===== config.mk =====
export PLATFORM = sky130hd
export DESIGN_NAME = pico_smith_waterman
export DESIGN_NICKNAME = d
export VERILOG_FILES = /design/src/design/sw_score_pkg.sv /design/src/design/sw_stream_pkg.sv /design/src/design/align_job_if.sv /design/src/design/nw_align_engine.sv /design/src/design/pico_smith_waterman.sv /design/src/design/picobus_regs.sv /design/src/design/sideband_fifo.sv /design/src/design/stream_merger.sv /design/src/design/stream_splitter.sv
export SDC_FILE = /design/constraint.sdc
export NUM_CORES = 2
export LEC_CHECK = 0
export ABC_CLOCK_PERIOD_IN_PS = 10500
export BUFFER_PORTS_ARGS = -buffer_cell sky130_fd_sc_hd__buf_4
export CELL_PAD_IN_SITES_DETAIL_PLACEMENT = 0
export CELL_PAD_IN_SITES_GLOBAL_PLACEMENT = 1
export CORE_ASPECT_RATIO = 1.1
export CORE_MARGIN = 4
export CORE_UTILIZATION = 55
export DETAILED_ROUTE_END_ITERATION = 10
export PLACE_DENSITY_LB_ADDON = 0.25
export SLEW_MARGIN = 20
export SYNTH_ARGS = -nofsm -noshare
export SYNTH_HDL_FRONTEND = slang
export SYNTH_SLANG_ARGS = --single-unit

===== constraint.sdc =====
create_clock -name PicoClk -period 10.5 [get_ports PicoClk]
set_input_delay 0.525 -clock PicoClk [delete_from_list [all_inputs] [get_ports PicoClk]]
set_output_delay 0.525 -clock PicoClk [all_outputs]
set_load 0.03 [all_outputs]

===== src/design/sw_score_pkg.sv =====
package sw_score_pkg;

    ////////////////////////////////////////////////////////////
    // Scoring
    ////////////////////////////////////////////////////////////

    localparam int SCORE_W = 16;

    // Signed, wide enough for 16 x 32 cells plus a prior score
    typedef logic signed [SCORE_W-1:0] score_t;

    // Linear gap model, fixed at build time
    localparam score_t MATCH_SCORE    = 16'sd2;
    localparam score_t MISMATCH_SCORE = -16'sd1;
    localparam score_t GAP_SCORE      = -16'sd2;

    // Global alignment only
    localparam int LOCAL_ALIGNMENT = 0;

endpackage


===== src/design/sw_stream_pkg.sv =====
package sw_stream_pkg;

    ////////////////////////////////////////////////////////////
    // Stream geometry
    ////////////////////////////////////////////////////////////

    localparam int STREAM_W       = 32;
    // Bases are 2-bit codes, base 0 in the low bits of a word
    localparam int BASE_W         = 2;
    localparam int BASES_PER_WORD = STREAM_W / BASE_W;

    // Sequence limits and length field widths
    localparam int MAX_QUERY_LEN  = 16;
    localparam int MAX_TARGET_LEN = 32;
    localparam int Q_POS_W        = 5;
    localparam int T_POS_W        = 6;

    // Trailing words copied straight through
    localparam int NUM_EXTRA_TX   = 2;

    // Sideband storage, four packets of up to 7 words
    localparam int FIFO_DEPTH     = 32;
    localparam int FIFO_AW        = $clog2(FIFO_DEPTH);

    // Position inside a packet
    localparam int              POS_W      = 3;
    localparam logic [POS_W-1:0] POS_QHDR   = 3'd0;
    localparam logic [POS_W-1:0] POS_QBASES = 3'd1;
    localparam logic [POS_W-1:0] POS_THDR   = 3'd2;
    localparam logic [POS_W-1:0] POS_TBASES = 3'd3;
    localparam logic [POS_W-1:0] POS_EXTRA  = 3'd4;

    // Bus map
    localparam logic [31:0] PICOBUS_ADDR = 32'h0000_0000;
    localparam logic [31:0] VERSION      = 32'h0000_0101;

    typedef logic [STREAM_W-1:0] stream_word_t;

    // Header word, read as a query header or a target header
    typedef struct packed {
        logic [15:0] score;
        logic [15:0] query_len;
    } query_hdr_t;

    typedef struct packed {
        logic [15:0] h0;
        logic [15:0] target_len;
    } target_hdr_t;

    typedef union packed {
        query_hdr_t  qh;
        target_hdr_t th;
    } header_word_t;

endpackage


===== src/design/align_job_if.sv =====
interface align_job_if
    import sw_stream_pkg::*, sw_score_pkg::*;
();

    // Handshake, job moves when both high
    logic                              job_valid;
    logic                              job_rdy;

    // Sequences, base 0 in the low bits
    logic [MAX_QUERY_LEN*BASE_W-1:0]   query;
    logic [Q_POS_W-1:0]                query_len;
    logic [MAX_TARGET_LEN*BASE_W-1:0]  target;
    logic [T_POS_W-1:0]                target_len;

    // Prior score, seeds the border
    score_t                            h0;

    modport splitter (
        output job_valid, query, query_len, target, target_len, h0,
        input  job_rdy
    );

    modport engine (
        input  job_valid, query, query_len, target, target_len, h0,
        output job_rdy
    );

endinterface


===== src/design/nw_align_engine.sv =====
module nw_align_engine
    import sw_stream_pkg::*, sw_score_pkg::*;
(
    input  logic        PicoClk,
    input  logic        rst_n,

    align_job_if.engine job,

    output logic        score_valid,
    output score_t      score,
    input  logic        score_taken
);

    logic                                  busy;
    logic                                  start;
    logic                                  last_cell;
    logic [MAX_QUERY_LEN-1:0][BASE_W-1:0]  q;
    logic [MAX_TARGET_LEN-1:0][BASE_W-1:0] t;
    logic [Q_POS_W-1:0]                    q_len;
    logic [Q_POS_W-1:0]                    i;
    logic [T_POS_W-1:0]                    t_len;
    logic [T_POS_W-1:0]                    j;

    // Column j-1 of H, entry 0 already holds H[0][j]
    score_t  row [MAX_QUERY_LEN+1];
    // H[i-1][j-1] and H[i-1][j] of the current cell
    score_t  h_diag;
    score_t  h_up;
    score_t  sub;
    score_t  h;

    function automatic score_t max3(input score_t a, input score_t b, input score_t c);
        score_t m;
        m = (a > b) ? a : b;
        return (m > c) ? m : c;
    endfunction

    // Idle means no job running and no result waiting
    assign job.job_rdy = !busy && !score_valid;
    assign start       = job.job_valid && job.job_rdy;
    assign last_cell   = (i == q_len) && (j == t_len);

    ////////////////////////////////////////////////////////////
    // One cell per cycle
    ////////////////////////////////////////////////////////////

    always_comb begin
        sub = (q[i - 1'b1] == t[j - 1'b1]) ? MATCH_SCORE : MISMATCH_SCORE;
        h   = max3(h_diag + sub, h_up + GAP_SCORE, row[i] + GAP_SCORE);
    end

    always_ff @(posedge PicoClk) begin
        if (!rst_n) begin
            busy        <= 1'b0;
            score_valid <= 1'b0;
        end else begin
            if (start) begin
                busy <= 1'b1;
            end else if (busy && last_cell) begin
                busy        <= 1'b0;
                score_valid <= 1'b1;
            end else if (score_taken) begin
                score_valid <= 1'b0;
            end
        end
    end

    always_ff @(posedge PicoClk) begin
        if (start) begin
            q     <= job.query;
            t     <= job.target;
            q_len <= job.query_len;
            t_len <= job.target_len;
            // Border column H[i][0]
            for (int k = 1; k <= MAX_QUERY_LEN; k++) begin
                row[k] <= job.h0 + score_t'(k) * GAP_SCORE;
            end
            row[0] <= job.h0 + GAP_SCORE;
            h_diag <= job.h0;
            h_up   <= job.h0 + GAP_SCORE;
            i      <= Q_POS_W'(1);
            j      <= T_POS_W'(1);
        end else if (busy) begin
            row[i] <= h;
            if (i == q_len) begin
                if (j == t_len) begin
                    score <= h;
                end
                // Next column starts on the border H[0][j+1]
                i      <= Q_POS_W'(1);
                j      <= j + 1'b1;
                h_diag <= row[0];
                h_up   <= row[0] + GAP_SCORE;
                row[0] <= row[0] + GAP_SCORE;
            end else begin
                i      <= i + 1'b1;
                h_diag <= row[i];
                h_up   <= h;
            end
        end
    end

    // Lengths come from the splitter headers
    a_no_empty_job: assert property (
        @(posedge PicoClk) disable iff (!rst_n)
        job.job_valid |-> (job.query_len != '0 && job.target_len != '0)
    );

endmodule


===== src/design/pico_smith_waterman.sv =====
module pico_smith_waterman
    import sw_stream_pkg::*, sw_score_pkg::*;
(
    input  logic          PicoClk,
    input  logic          rst_n,

    input  logic          in_valid,
    output logic          in_rdy,
    input  stream_word_t  in_data,

    output logic          out_valid,
    input  logic          out_rdy,
    output stream_word_t  out_data,

    input  logic [31:0]   pico_addr,
    input  logic          pico_rd,
    input  logic          pico_wr,
    output logic [31:0]   pico_data_out
);

    ////////////////////////////////////////////////////////////
    // Internal links
    ////////////////////////////////////////////////////////////

    align_job_if job_if ();

    // Sideband path
    logic               fifo_wr_en;
    logic [STREAM_W:0]  fifo_din;
    logic               fifo_full;
    logic               fifo_rd_en;
    logic [STREAM_W:0]  fifo_dout;
    logic               fifo_empty;

    // Engine result
    logic               score_valid;
    score_t             score;
    logic               score_taken;

    logic               packet_done;

    stream_splitter splitter_i (
        .PicoClk    (PicoClk),
        .rst_n      (rst_n),
        .in_valid   (in_valid),
        .in_rdy     (in_rdy),
        .in_data    (in_data),
        .job        (job_if.splitter),
        .fifo_wr_en (fifo_wr_en),
        .fifo_din   (fifo_din),
        .fifo_full  (fifo_full)
    );

    sideband_fifo fifo_i (
        .PicoClk (PicoClk),
        .rst_n   (rst_n),
        .wr_en   (fifo_wr_en),
        .din     (fifo_din),
        .full    (fifo_full),
        .rd_en   (fifo_rd_en),
        .dout    (fifo_dout),
        .empty   (fifo_empty)
    );

    nw_align_engine engine_i (
        .PicoClk     (PicoClk),
        .rst_n       (rst_n),
        .job         (job_if.engine),
        .score_valid (score_valid),
        .score       (score),
        .score_taken (score_taken)
    );

    stream_merger merger_i (
        .PicoClk     (PicoClk),
        .rst_n       (rst_n),
        .fifo_rd_en  (fifo_rd_en),
        .fifo_dout   (fifo_dout),
        .fifo_empty  (fifo_empty),
        .score_valid (score_valid),
        .score       (score),
        .score_taken (score_taken),
        .out_valid   (out_valid),
        .out_rdy     (out_rdy),
        .out_data    (out_data),
        .packet_done (packet_done)
    );

    picobus_regs regs_i (
        .PicoClk       (PicoClk),
        .rst_n         (rst_n),
        .pico_addr     (pico_addr),
        .pico_rd       (pico_rd),
        .pico_wr       (pico_wr),
        .pico_data_out (pico_data_out),
        .packet_done   (packet_done)
    );

endmodule


===== src/design/picobus_regs.sv =====
module picobus_regs
    import sw_stream_pkg::*, sw_score_pkg::*;
(
    input  logic         PicoClk,
    input  logic         rst_n,

    input  logic [31:0]  pico_addr,
    input  logic         pico_rd,
    input  logic         pico_wr,
    output logic [31:0]  pico_data_out,

    input  logic         packet_done
);

    logic [31:0]  pkt_cnt;
    logic [31:0]  offset;

    assign offset = pico_addr - PICOBUS_ADDR;

    // Finished packets, counted at the output
    always_ff @(posedge PicoClk) begin
        if (!rst_n) begin
            pkt_cnt <= '0;
        end else if (packet_done) begin
            pkt_cnt <= pkt_cnt + 32'd1;
        end
    end

    // Answer one cycle after the strobe, zero otherwise
    always_ff @(posedge PicoClk) begin
        if (!rst_n) begin
            pico_data_out <= '0;
        end else if (pico_rd && !pico_wr) begin
            case (offset)
                32'h000: pico_data_out <= VERSION;
                32'h020: pico_data_out <= 32'(NUM_EXTRA_TX);
                32'h030: pico_data_out <= pkt_cnt;
                32'h040: pico_data_out <= 32'(MAX_QUERY_LEN);
                32'h050: pico_data_out <= 32'(Q_POS_W);
                32'h060: pico_data_out <= 32'(MAX_TARGET_LEN);
                32'h070: pico_data_out <= 32'(T_POS_W);
                32'h0A0: pico_data_out <= 32'(SCORE_W);
                32'h0B0: pico_data_out <= 32'(STREAM_W);
                32'h0D0: pico_data_out <= 32'(BASE_W);
                32'h110: pico_data_out <= 32'(LOCAL_ALIGNMENT);
                default: pico_data_out <= '0;
            endcase
        end else begin
            // Writes land here and change nothing
            pico_data_out <= '0;
        end
    end

endmodule


===== src/design/sideband_fifo.sv =====
module sideband_fifo
    import sw_stream_pkg::*;
(
    input  logic                PicoClk,
    input  logic                rst_n,

    input  logic                wr_en,
    input  logic [STREAM_W:0]   din,
    output logic                full,

    input  logic                rd_en,
    output logic [STREAM_W:0]   dout,
    output logic                empty
);

    logic [STREAM_W:0]  mem [FIFO_DEPTH];
    // Extra MSB tells full from empty
    logic [FIFO_AW:0]   wr_ptr;
    logic [FIFO_AW:0]   rd_ptr;

    assign empty = (wr_ptr == rd_ptr);
    assign full  = (wr_ptr[FIFO_AW] != rd_ptr[FIFO_AW]) &&
                   (wr_ptr[FIFO_AW-1:0] == rd_ptr[FIFO_AW-1:0]);

    // Head word always visible
    assign dout = mem[rd_ptr[FIFO_AW-1:0]];

    always_ff @(posedge PicoClk) begin
        if (!rst_n) begin
            wr_ptr <= '0;
            rd_ptr <= '0;
        end else begin
            if (wr_en && !full) begin
                wr_ptr <= wr_ptr + 1'b1;
            end
            if (rd_en && !empty) begin
                rd_ptr <= rd_ptr + 1'b1;
            end
        end
    end

    always_ff @(posedge PicoClk) begin
        if (wr_en && !full) begin
            mem[wr_ptr[FIFO_AW-1:0]] <= din;
        end
    end

    a_no_overflow: assert property (
        @(posedge PicoClk) disable iff (!rst_n) wr_en |-> !full
    );
    a_no_underflow: assert property (
        @(posedge PicoClk) disable iff (!rst_n) rd_en |-> !empty
    );

endmodule


===== src/design/stream_merger.sv =====
module stream_merger
    import sw_stream_pkg::*, sw_score_pkg::*;
(
    input  logic                PicoClk,
    input  logic                rst_n,

    output logic                fifo_rd_en,
    input  logic [STREAM_W:0]   fifo_dout,
    input  logic                fifo_empty,

    input  logic                score_valid,
    input  score_t              score,
    output logic                score_taken,

    output logic                out_valid,
    input  logic                out_rdy,
    output stream_word_t        out_data,

    output logic                packet_done
);

    // Next FIFO word opens a packet
    logic          first;
    header_word_t  hdr;

    // First word waits for its score
    assign out_valid   = !fifo_empty && (!first || score_valid);
    assign fifo_rd_en  = out_valid && out_rdy;
    assign score_taken = fifo_rd_en && first;
    assign packet_done = fifo_rd_en && fifo_dout[STREAM_W];

    // Score goes into the query header
    always_comb begin
        hdr          = fifo_dout[STREAM_W-1:0];
        hdr.qh.score = score;
    end

    // FIFO head is stable while stalled, so out_data holds
    assign out_data = first ? stream_word_t'(hdr) : fifo_dout[STREAM_W-1:0];

    always_ff @(posedge PicoClk) begin
        if (!rst_n) begin
            first <= 1'b1;
        end else if (fifo_rd_en) begin
            first <= fifo_dout[STREAM_W];
        end
    end

endmodule


===== src/design/stream_splitter.sv =====
module stream_splitter
    import sw_stream_pkg::*, sw_score_pkg::*;
(
    input  logic                PicoClk,
    input  logic                rst_n,

    input  logic                in_valid,
    output logic                in_rdy,
    input  stream_word_t        in_data,

    align_job_if.splitter       job,

    output logic                fifo_wr_en,
    output logic [STREAM_W:0]   fifo_din,
    input  logic                fifo_full
);

    logic              run;
    logic [POS_W-1:0]  pos;
    logic [2:0]        cnt;
    // Index of the last target word, 0 or 1
    logic              t_last;
    header_word_t      hdr;
    logic              take;
    logic              last_word;

    assign hdr = in_data;

    // Hold the next query header until the engine took the job
    assign in_rdy = run && !fifo_full && !(pos == POS_QHDR && job.job_valid);
    assign take   = in_valid && in_rdy;

    assign last_word  = (pos == POS_EXTRA) && (cnt == 3'(NUM_EXTRA_TX - 1));
    assign fifo_wr_en = take;
    assign fifo_din   = {last_word, in_data};

    ////////////////////////////////////////////////////////////
    // Packet position
    ////////////////////////////////////////////////////////////

    always_ff @(posedge PicoClk) begin
        if (!rst_n) begin
            run           <= 1'b0;
            pos           <= POS_QHDR;
            cnt           <= '0;
            job.job_valid <= 1'b0;
        end else begin
            run <= 1'b1;
            if (job.job_valid && job.job_rdy) begin
                job.job_valid <= 1'b0;
            end
            if (take) begin
                case (pos)
                    POS_QHDR:   pos <= POS_QBASES;
                    POS_QBASES: pos <= POS_THDR;
                    POS_THDR: begin
                        pos <= POS_TBASES;
                        cnt <= '0;
                    end
                    POS_TBASES: begin
                        // Job is complete after the last target word
                        if (cnt[0] == t_last) begin
                            pos           <= POS_EXTRA;
                            cnt           <= '0;
                            job.job_valid <= 1'b1;
                        end else begin
                            cnt <= cnt + 3'd1;
                        end
                    end
                    POS_EXTRA: begin
                        if (last_word) begin
                            pos <= POS_QHDR;
                            cnt <= '0;
                        end else begin
                            cnt <= cnt + 3'd1;
                        end
                    end
                    default: pos <= POS_QHDR;
                endcase
            end
        end
    end

    // Job fields, only written while no job is pending
    always_ff @(posedge PicoClk) begin
        if (take) begin
            case (pos)
                POS_QHDR:   job.query_len <= hdr.qh.query_len[Q_POS_W-1:0];
                POS_QBASES: job.query <= in_data;
                POS_THDR: begin
                    job.target_len <= hdr.th.target_len[T_POS_W-1:0];
                    job.h0         <= score_t'(hdr.th.h0);
                    t_last         <= hdr.th.target_len > 16'(BASES_PER_WORD);
                end
                POS_TBASES: job.target[cnt[0]*STREAM_W +: STREAM_W] <= in_data;
                default: ;
            endcase
        end
    end

    // Pending job and its fields hold until the engine takes it
    a_job_held: assert property (
        @(posedge PicoClk) disable iff (!rst_n)
        job.job_valid && !job.job_rdy |=>
            job.job_valid && $stable({job.query, job.query_len, job.target_len,
                                      job.h0, job.target[STREAM_W-1:0]})
    );

endmodule


-- After elaboration in Yosys (flattened, before gate mapping)
Memory sizes are Yosys's and may differ from the RTL's. A register that Yosys moved wholly into a read port is not among the register bits.
Cells that the tools add are included.
- input bits: 70
- flip-flop bits (word level): 377
- output and inout bits: 66
- word-level logic and storage cells: 235
- bits in writable memories: 1328
- memories: 2
- $lt $le $gt $ge: 5
- reductions and logical operators: 45
- muxes and demuxes: 51
- shift operators: 2
- add/subtract/negate cells: 29
- bitwise gates (word level): 5
- eq/ne operators: 24
- memories (name ; depth ; bits a word ; rd ports ; clocked after Yosys merged registers in ; write ports ; RTL line ; source):
    fifo_i.mem ; 32 ; 33 ; 1 ; 1 ; 1 ; sideband_fifo.sv:16 ; logic [STREAM_W:0] mem [FIFO_DEPTH];
    engine_i.row ; 17 ; 16 ; 2 ; 1 ; 17 ; nw_align_engine.sv:25 ; score_t row [MAX_QUERY_LEN+1];
- operators by type and width (operator ; number):
    $pmux W32 S7 ; 1
    $mux W16 ; 11
    $add A16 B6 Y16 const B ; 8
    $eq A32 B7 Y1 const B ; 4
    $eq A32 B8 Y1 const B ; 3
    $add A16 B2 Y16 const B ; 4
    $add A16 B5 Y16 const B ; 4
    $bwmux W64 ; 1
    $eq A32 B6 Y1 const B ; 2
    $shift A32 B34 Y64 const A ; 1
    $shiftx A32 B34 Y64 ; 1
    $neg A6 Y34 ; 1
    $add A16 B4 Y16 const B ; 2
    $add A32 B1 Y32 const B ; 1
    $gt A16 B16 Y1 ; 2
    $logic_not A32 Y1 ; 1
    $mux W32 ; 1
    $mux W5 ; 6
    $mux W1 ; 21
    $add A6 B1 Y6 const B ; 3
    $logic_and A1 B1 Y1 ; 17
    $add A16 B16 Y16 ; 1
    $add A16 B3 Y16 const B ; 1
    $gt A16 B5 Y1 const B ; 1
    other kinds (35) ; 63

-- Longest topological paths before layout
- depth after elaboration: 13
- depth in mapped cells: 41

-- Modules after synthesis
A second synthesis with hierarchy kept.
- cells, all modules: 5721
- area total of the unflattened synthesis: 84995.3 µm²
- by module, submodules not included (module ; instances ; area an instance (µm²) ; cells each):
    sideband_fifo ; 1 ; 41827.6 ; 2384
    nw_align_engine ; 1 ; 35118.7 ; 2717
    stream_splitter ; 1 ; 4962.3 ; 293
    picobus_regs ; 1 ; 2665.1 ; 282
    stream_merger ; 1 ; 421.7 ; 45

-- Least setup slack after synthesis
No wires, ideal clock.
- path kind: reg2reg
- start: register engine_i.j[0]
- end: memory engine_i.row[17][6] (netlist name), data pin
- data required time: 10.206 ns
- arrival: 9.308 ns
- stages on the path, launching flop included: 33
- library setup time: 0.294 ns
- buffers on the path: 5
- setup slack: 0.899 ns
- cells stage by stage: dfxtp_1 > buf_1 > inv_1 > ha_1 > buf_1 > clkbuf_1 > mux4_2 > mux4_2 > mux2i_1 > xor2_1 > nand2_1 > ha_1 > a21o_1 > nor3_1 > a211oi_1 > and3_1 > o41ai_1 > xnor3_1 > ha_1 > a2111oi_0 > a31oi_1 > nor3_2 > o21ai_0 > ha_1 > nand4_1 > nor3_1 > o21ai_0 > a21oi_1 > buf_1 > nor2_1 > a21oi_2 > buf_2 > inv_1
- RTL lines (what ; RTL line ; source):
    start: declaration ; nw_align_engine.sv:22 ; logic [T_POS_W-1:0] j;
    start signal: assignment ; nw_align_engine.sv:91 ; j <= j + 1'b1;
    end: declaration ; nw_align_engine.sv:25 ;

==> metrics.cfg <==
[status]
status=finished, final reports clean

[worst_setup_path]
worst_path_max_delay_cell=ha_2
cp-start-kind=register
cp_common_cell=ha_1
reg2reg_slack_ns=0.71
critPathMaxStageDelay_ns=0.58
crit_required_ns=10.99
end_kind=register
worstPathMaxFanout=17
worstSetupPathType=register to register
critPathArrivalTime_ns=10.28

[timing]
fmax_mhz=102
setup_viol=0
clock_skew_ns=0.0495
hold_viol=0
slew_violations=0
tns_ns=0
rsz0062_at_grt=no
maxSlewHeadroom=0.206
final.period_utilization=0.932
worst-slew-pin-transition_ns=1.19
period_minus_slack_ns=9.79

[yosys]
synthCells=4965
ys_seq_elements=1955
synth-edff-count=1847
ys_types=92
synth_flop_cell=edfxtp_1
synth_nets=5116
netlist_area_sq_um=84000
ys_async_sr_fraction=0
ys_seq_area_frac=0.686
synth_warnings=0
syn_area_per_cell_sq_um=16.9

[drt]
vias=46900
wire_per_inst_um=31.9
wl_mm=232
ant_nets=0
post-route-drc-count=0
first_iter_violations=5911
routed_via_density=6.44
dr.pass1.iters=6

[grt]
grt_max_degree=144
overflow=0
antenna_found_initial=11
grt_usage=0.294
grt_pass1_wl_mm=334
grt_pass1_vias=46700

[flow_run]
drv_cap=0

[clock_tree]
cts-htree-levels=4
clk_pin_slew_ns=0.06
clk_latency_ns=0.85
cts-root-buf=clkbuf_16
cts_tree=yes
clock_sinks=1955
clk_path_buf_depth=3
cts_made_buffers=189

[finish]
fin_area_sq_um=94300
drive_gt1_frac=0.235
final_common_cell=edfxtp_1
nFillCells=10700
area_growth_pct=12.3
final_cell_mix=1847 x edfxtp_1, 494 x mux4_2, 407 x nand2_1
utilization=0.621
fin_nets=5288

[placement]
gp_congestion=0.921
dp_hpwl_mm=138
io_buffers=135
placed_area_sq_um=87600

[floorplan]
die_area_sq_um=159000
io_pins=136
die_height_um=418
die_x_um=381
start_util=0.553
rows=150
core-area_sq_um=152000

[power]
cellLeakagePower_nw=30.6
ir_worst_vdd_mv=0.643
powerDensity_nw_per_um2=285
total_power_mw=26.9

[worst_hold_path]
hold_path_class=primary input to register

[power breakdown]
part,leakage [nW],switching [mW],total [mW],internal [mW]
Clock,3.16,3.01,7.13,4.12
Combinational,9.92,6.66,9.23,2.57
Sequential,17.5,0.0576,10.5,10.4
Total,30.6,9.72,26.9,17.1
[routing by layer]
| layer | wire [um] | GRT usage | vias up |
|---|---|---|---|
| li1 | - | - | 19600 |
| met1 | 85900 | 0.394 | 24200 |
| met2 | 114000 | 0.479 | 2565 |
| met3 | 21700 | 0.0540 | 494 |
| met4 | 11000 | 0.125 | 2 |
| met5 | 9 | 0 | - |
[cell usage after synthesis, drive strengths merged (3+ instances only)]
cell type | count | share of area
o211ai | 23 | 0.0021
nand2b | 19 | 0.0014
a211oi | 7 | 0.00086
nand3 | 64 | 0.0039
and2 | 108 | 0.0080
nor2 | 279 | 0.012
o41ai | 3 | 0.00031
buf | 121 | 0.0088
nand4 | 20 | 0.0015
ha | 81 | 0.012
mux4 | 499 | 0.13
nand2 | 408 | 0.018
xnor2 | 194 | 0.020
nand3b | 4 | 0.00036
or3 | 15 | 0.0012
mux2 | 30 | 0.0041
a31oi | 20 | 0.0015
a21o | 16 | 0.0014
o31ai | 9 | 0.00086
clkbuf | 191 | 0.0085
nor4b | 3 | 0.00031
and3 | 26 | 0.0020
nor4 | 28 | 0.0024
o21a | 8 | 0.00072
and4 | 3 | 0.00031
nor3 | 43 | 0.0027
nor3b | 6 | 0.00054
a21boi | 10 | 0.00089
mux2i | 108 | 0.014
nor2b | 64 | 0.0048
o22ai | 3 | 0.00022
or2 | 10 | 0.00075
o21ai | 211 | 0.013
xor2 | 97 | 0.010
dfxtp | 108 | 0.026
inv | 71 | 0.0032
a21oi | 145 | 0.0097
a22oi | 19 | 0.0017
o31a | 8 | 0.00083
edfxtp | 1847 | 0.66
[sequential cells by signal, summed over array words and instances (netlist names), 16 cells and up, named ones only]
signal / count
fifo_i.mem: 1056
engine_i.row: 512
engine_i.t: 64
splitter_i.job.target: 64
engine_i.q: 32
regs_i.pico_data_out: 32
regs_i.pkt_cnt: 32
splitter_i.job.query: 32
engine_i.h_diag: 16
engine_i.h_up: 16
engine_i.score: 16
splitter_i.job.h0: 16
[cell type report]
type | instances | area [sq um] | area share
diodes | 1 | 2.50 | 0.0000265
clock buffers | 224 | 4880 | 0.0518
clock inverters | 131 | 1650 | 0.0175
inverters | 73 | 280 | 0.00297
multi-input cells | 2625 | 25000 | 0.266
flip-flops and latches | 1955 | 57700 | 0.612
well taps | 1976 | 2470 | 0.0262
repair buffers | 293 | 2290 | 0.0243
[stage by stage]
stage / hold slack, ns / setup slack [ns] / instances
5_1_grt: 0.0381 / 0.0616 / 7277
3_5_place_dp: 0.405 / 0.0590 / 6912
6_report: 0.0588 / 0.713 / 7278
3_3_place_gp: 0.401 / 0.376 / 6912
2_1_floorplan: 0.400 / 0.899 / 4965
4_1_cts: 0.00240 / 0.0133 / 7273
[cells by family (layout without fill, tap and decap cells)]
logic type,count (synthesis),after routing,share of synthesized area
DFF,1955,1955,0.686
AOI/OAI and AO/OA,508,508,0.0366
xor gates and xnor gates,292,292,0.0308
muxes,637,637,0.152
adders and majority gates,81,81,0.0121
other,0,1,0
buffers and inverters,385,721,0.0206
and+or+nand+nor,1107,1107,0.0617
[path summary, 6_finish.rpt]
kind / startpoint / end / cells past startpoint
setup / recovery: engine_i.j[1] / engine_i.row[21][6] / 28
hold / removal: pico_addr[22] / regs_i.pico_data_out[1] / 4
setup reg to reg: engine_i.j[1] / engine_i.row[21][6] / 28
hold reg to reg: splitter_i.job.query[17] / engine_i.q[17] / 0
[worst max-delay path: cells and delay by family, from the launching register on]
| kind | cells | cell delay, ns |
|---|---|---|
| AOI/OAI and AO/OA | 9 | 2.87 |
| xor gates and xnor gates | 2 | 0.66 |
| adders and majority gates | 4 | 1.71 |
| buffers and inverters | 3 | 0.79 |
| DFF | 1 | 0.42 |
| muxes | 3 | 1.15 |
| and+or+nand+nor | 7 | 1.84 |
[timing repair]
item                       4_1_cts  5_1_grt
setup buffers                    0        4
resized for setup                0       11
hold buffers                     6        0
setup endpoints to repair        0      443
hold endpoints to repair         3        0
(Power assumes the default switching activity.)
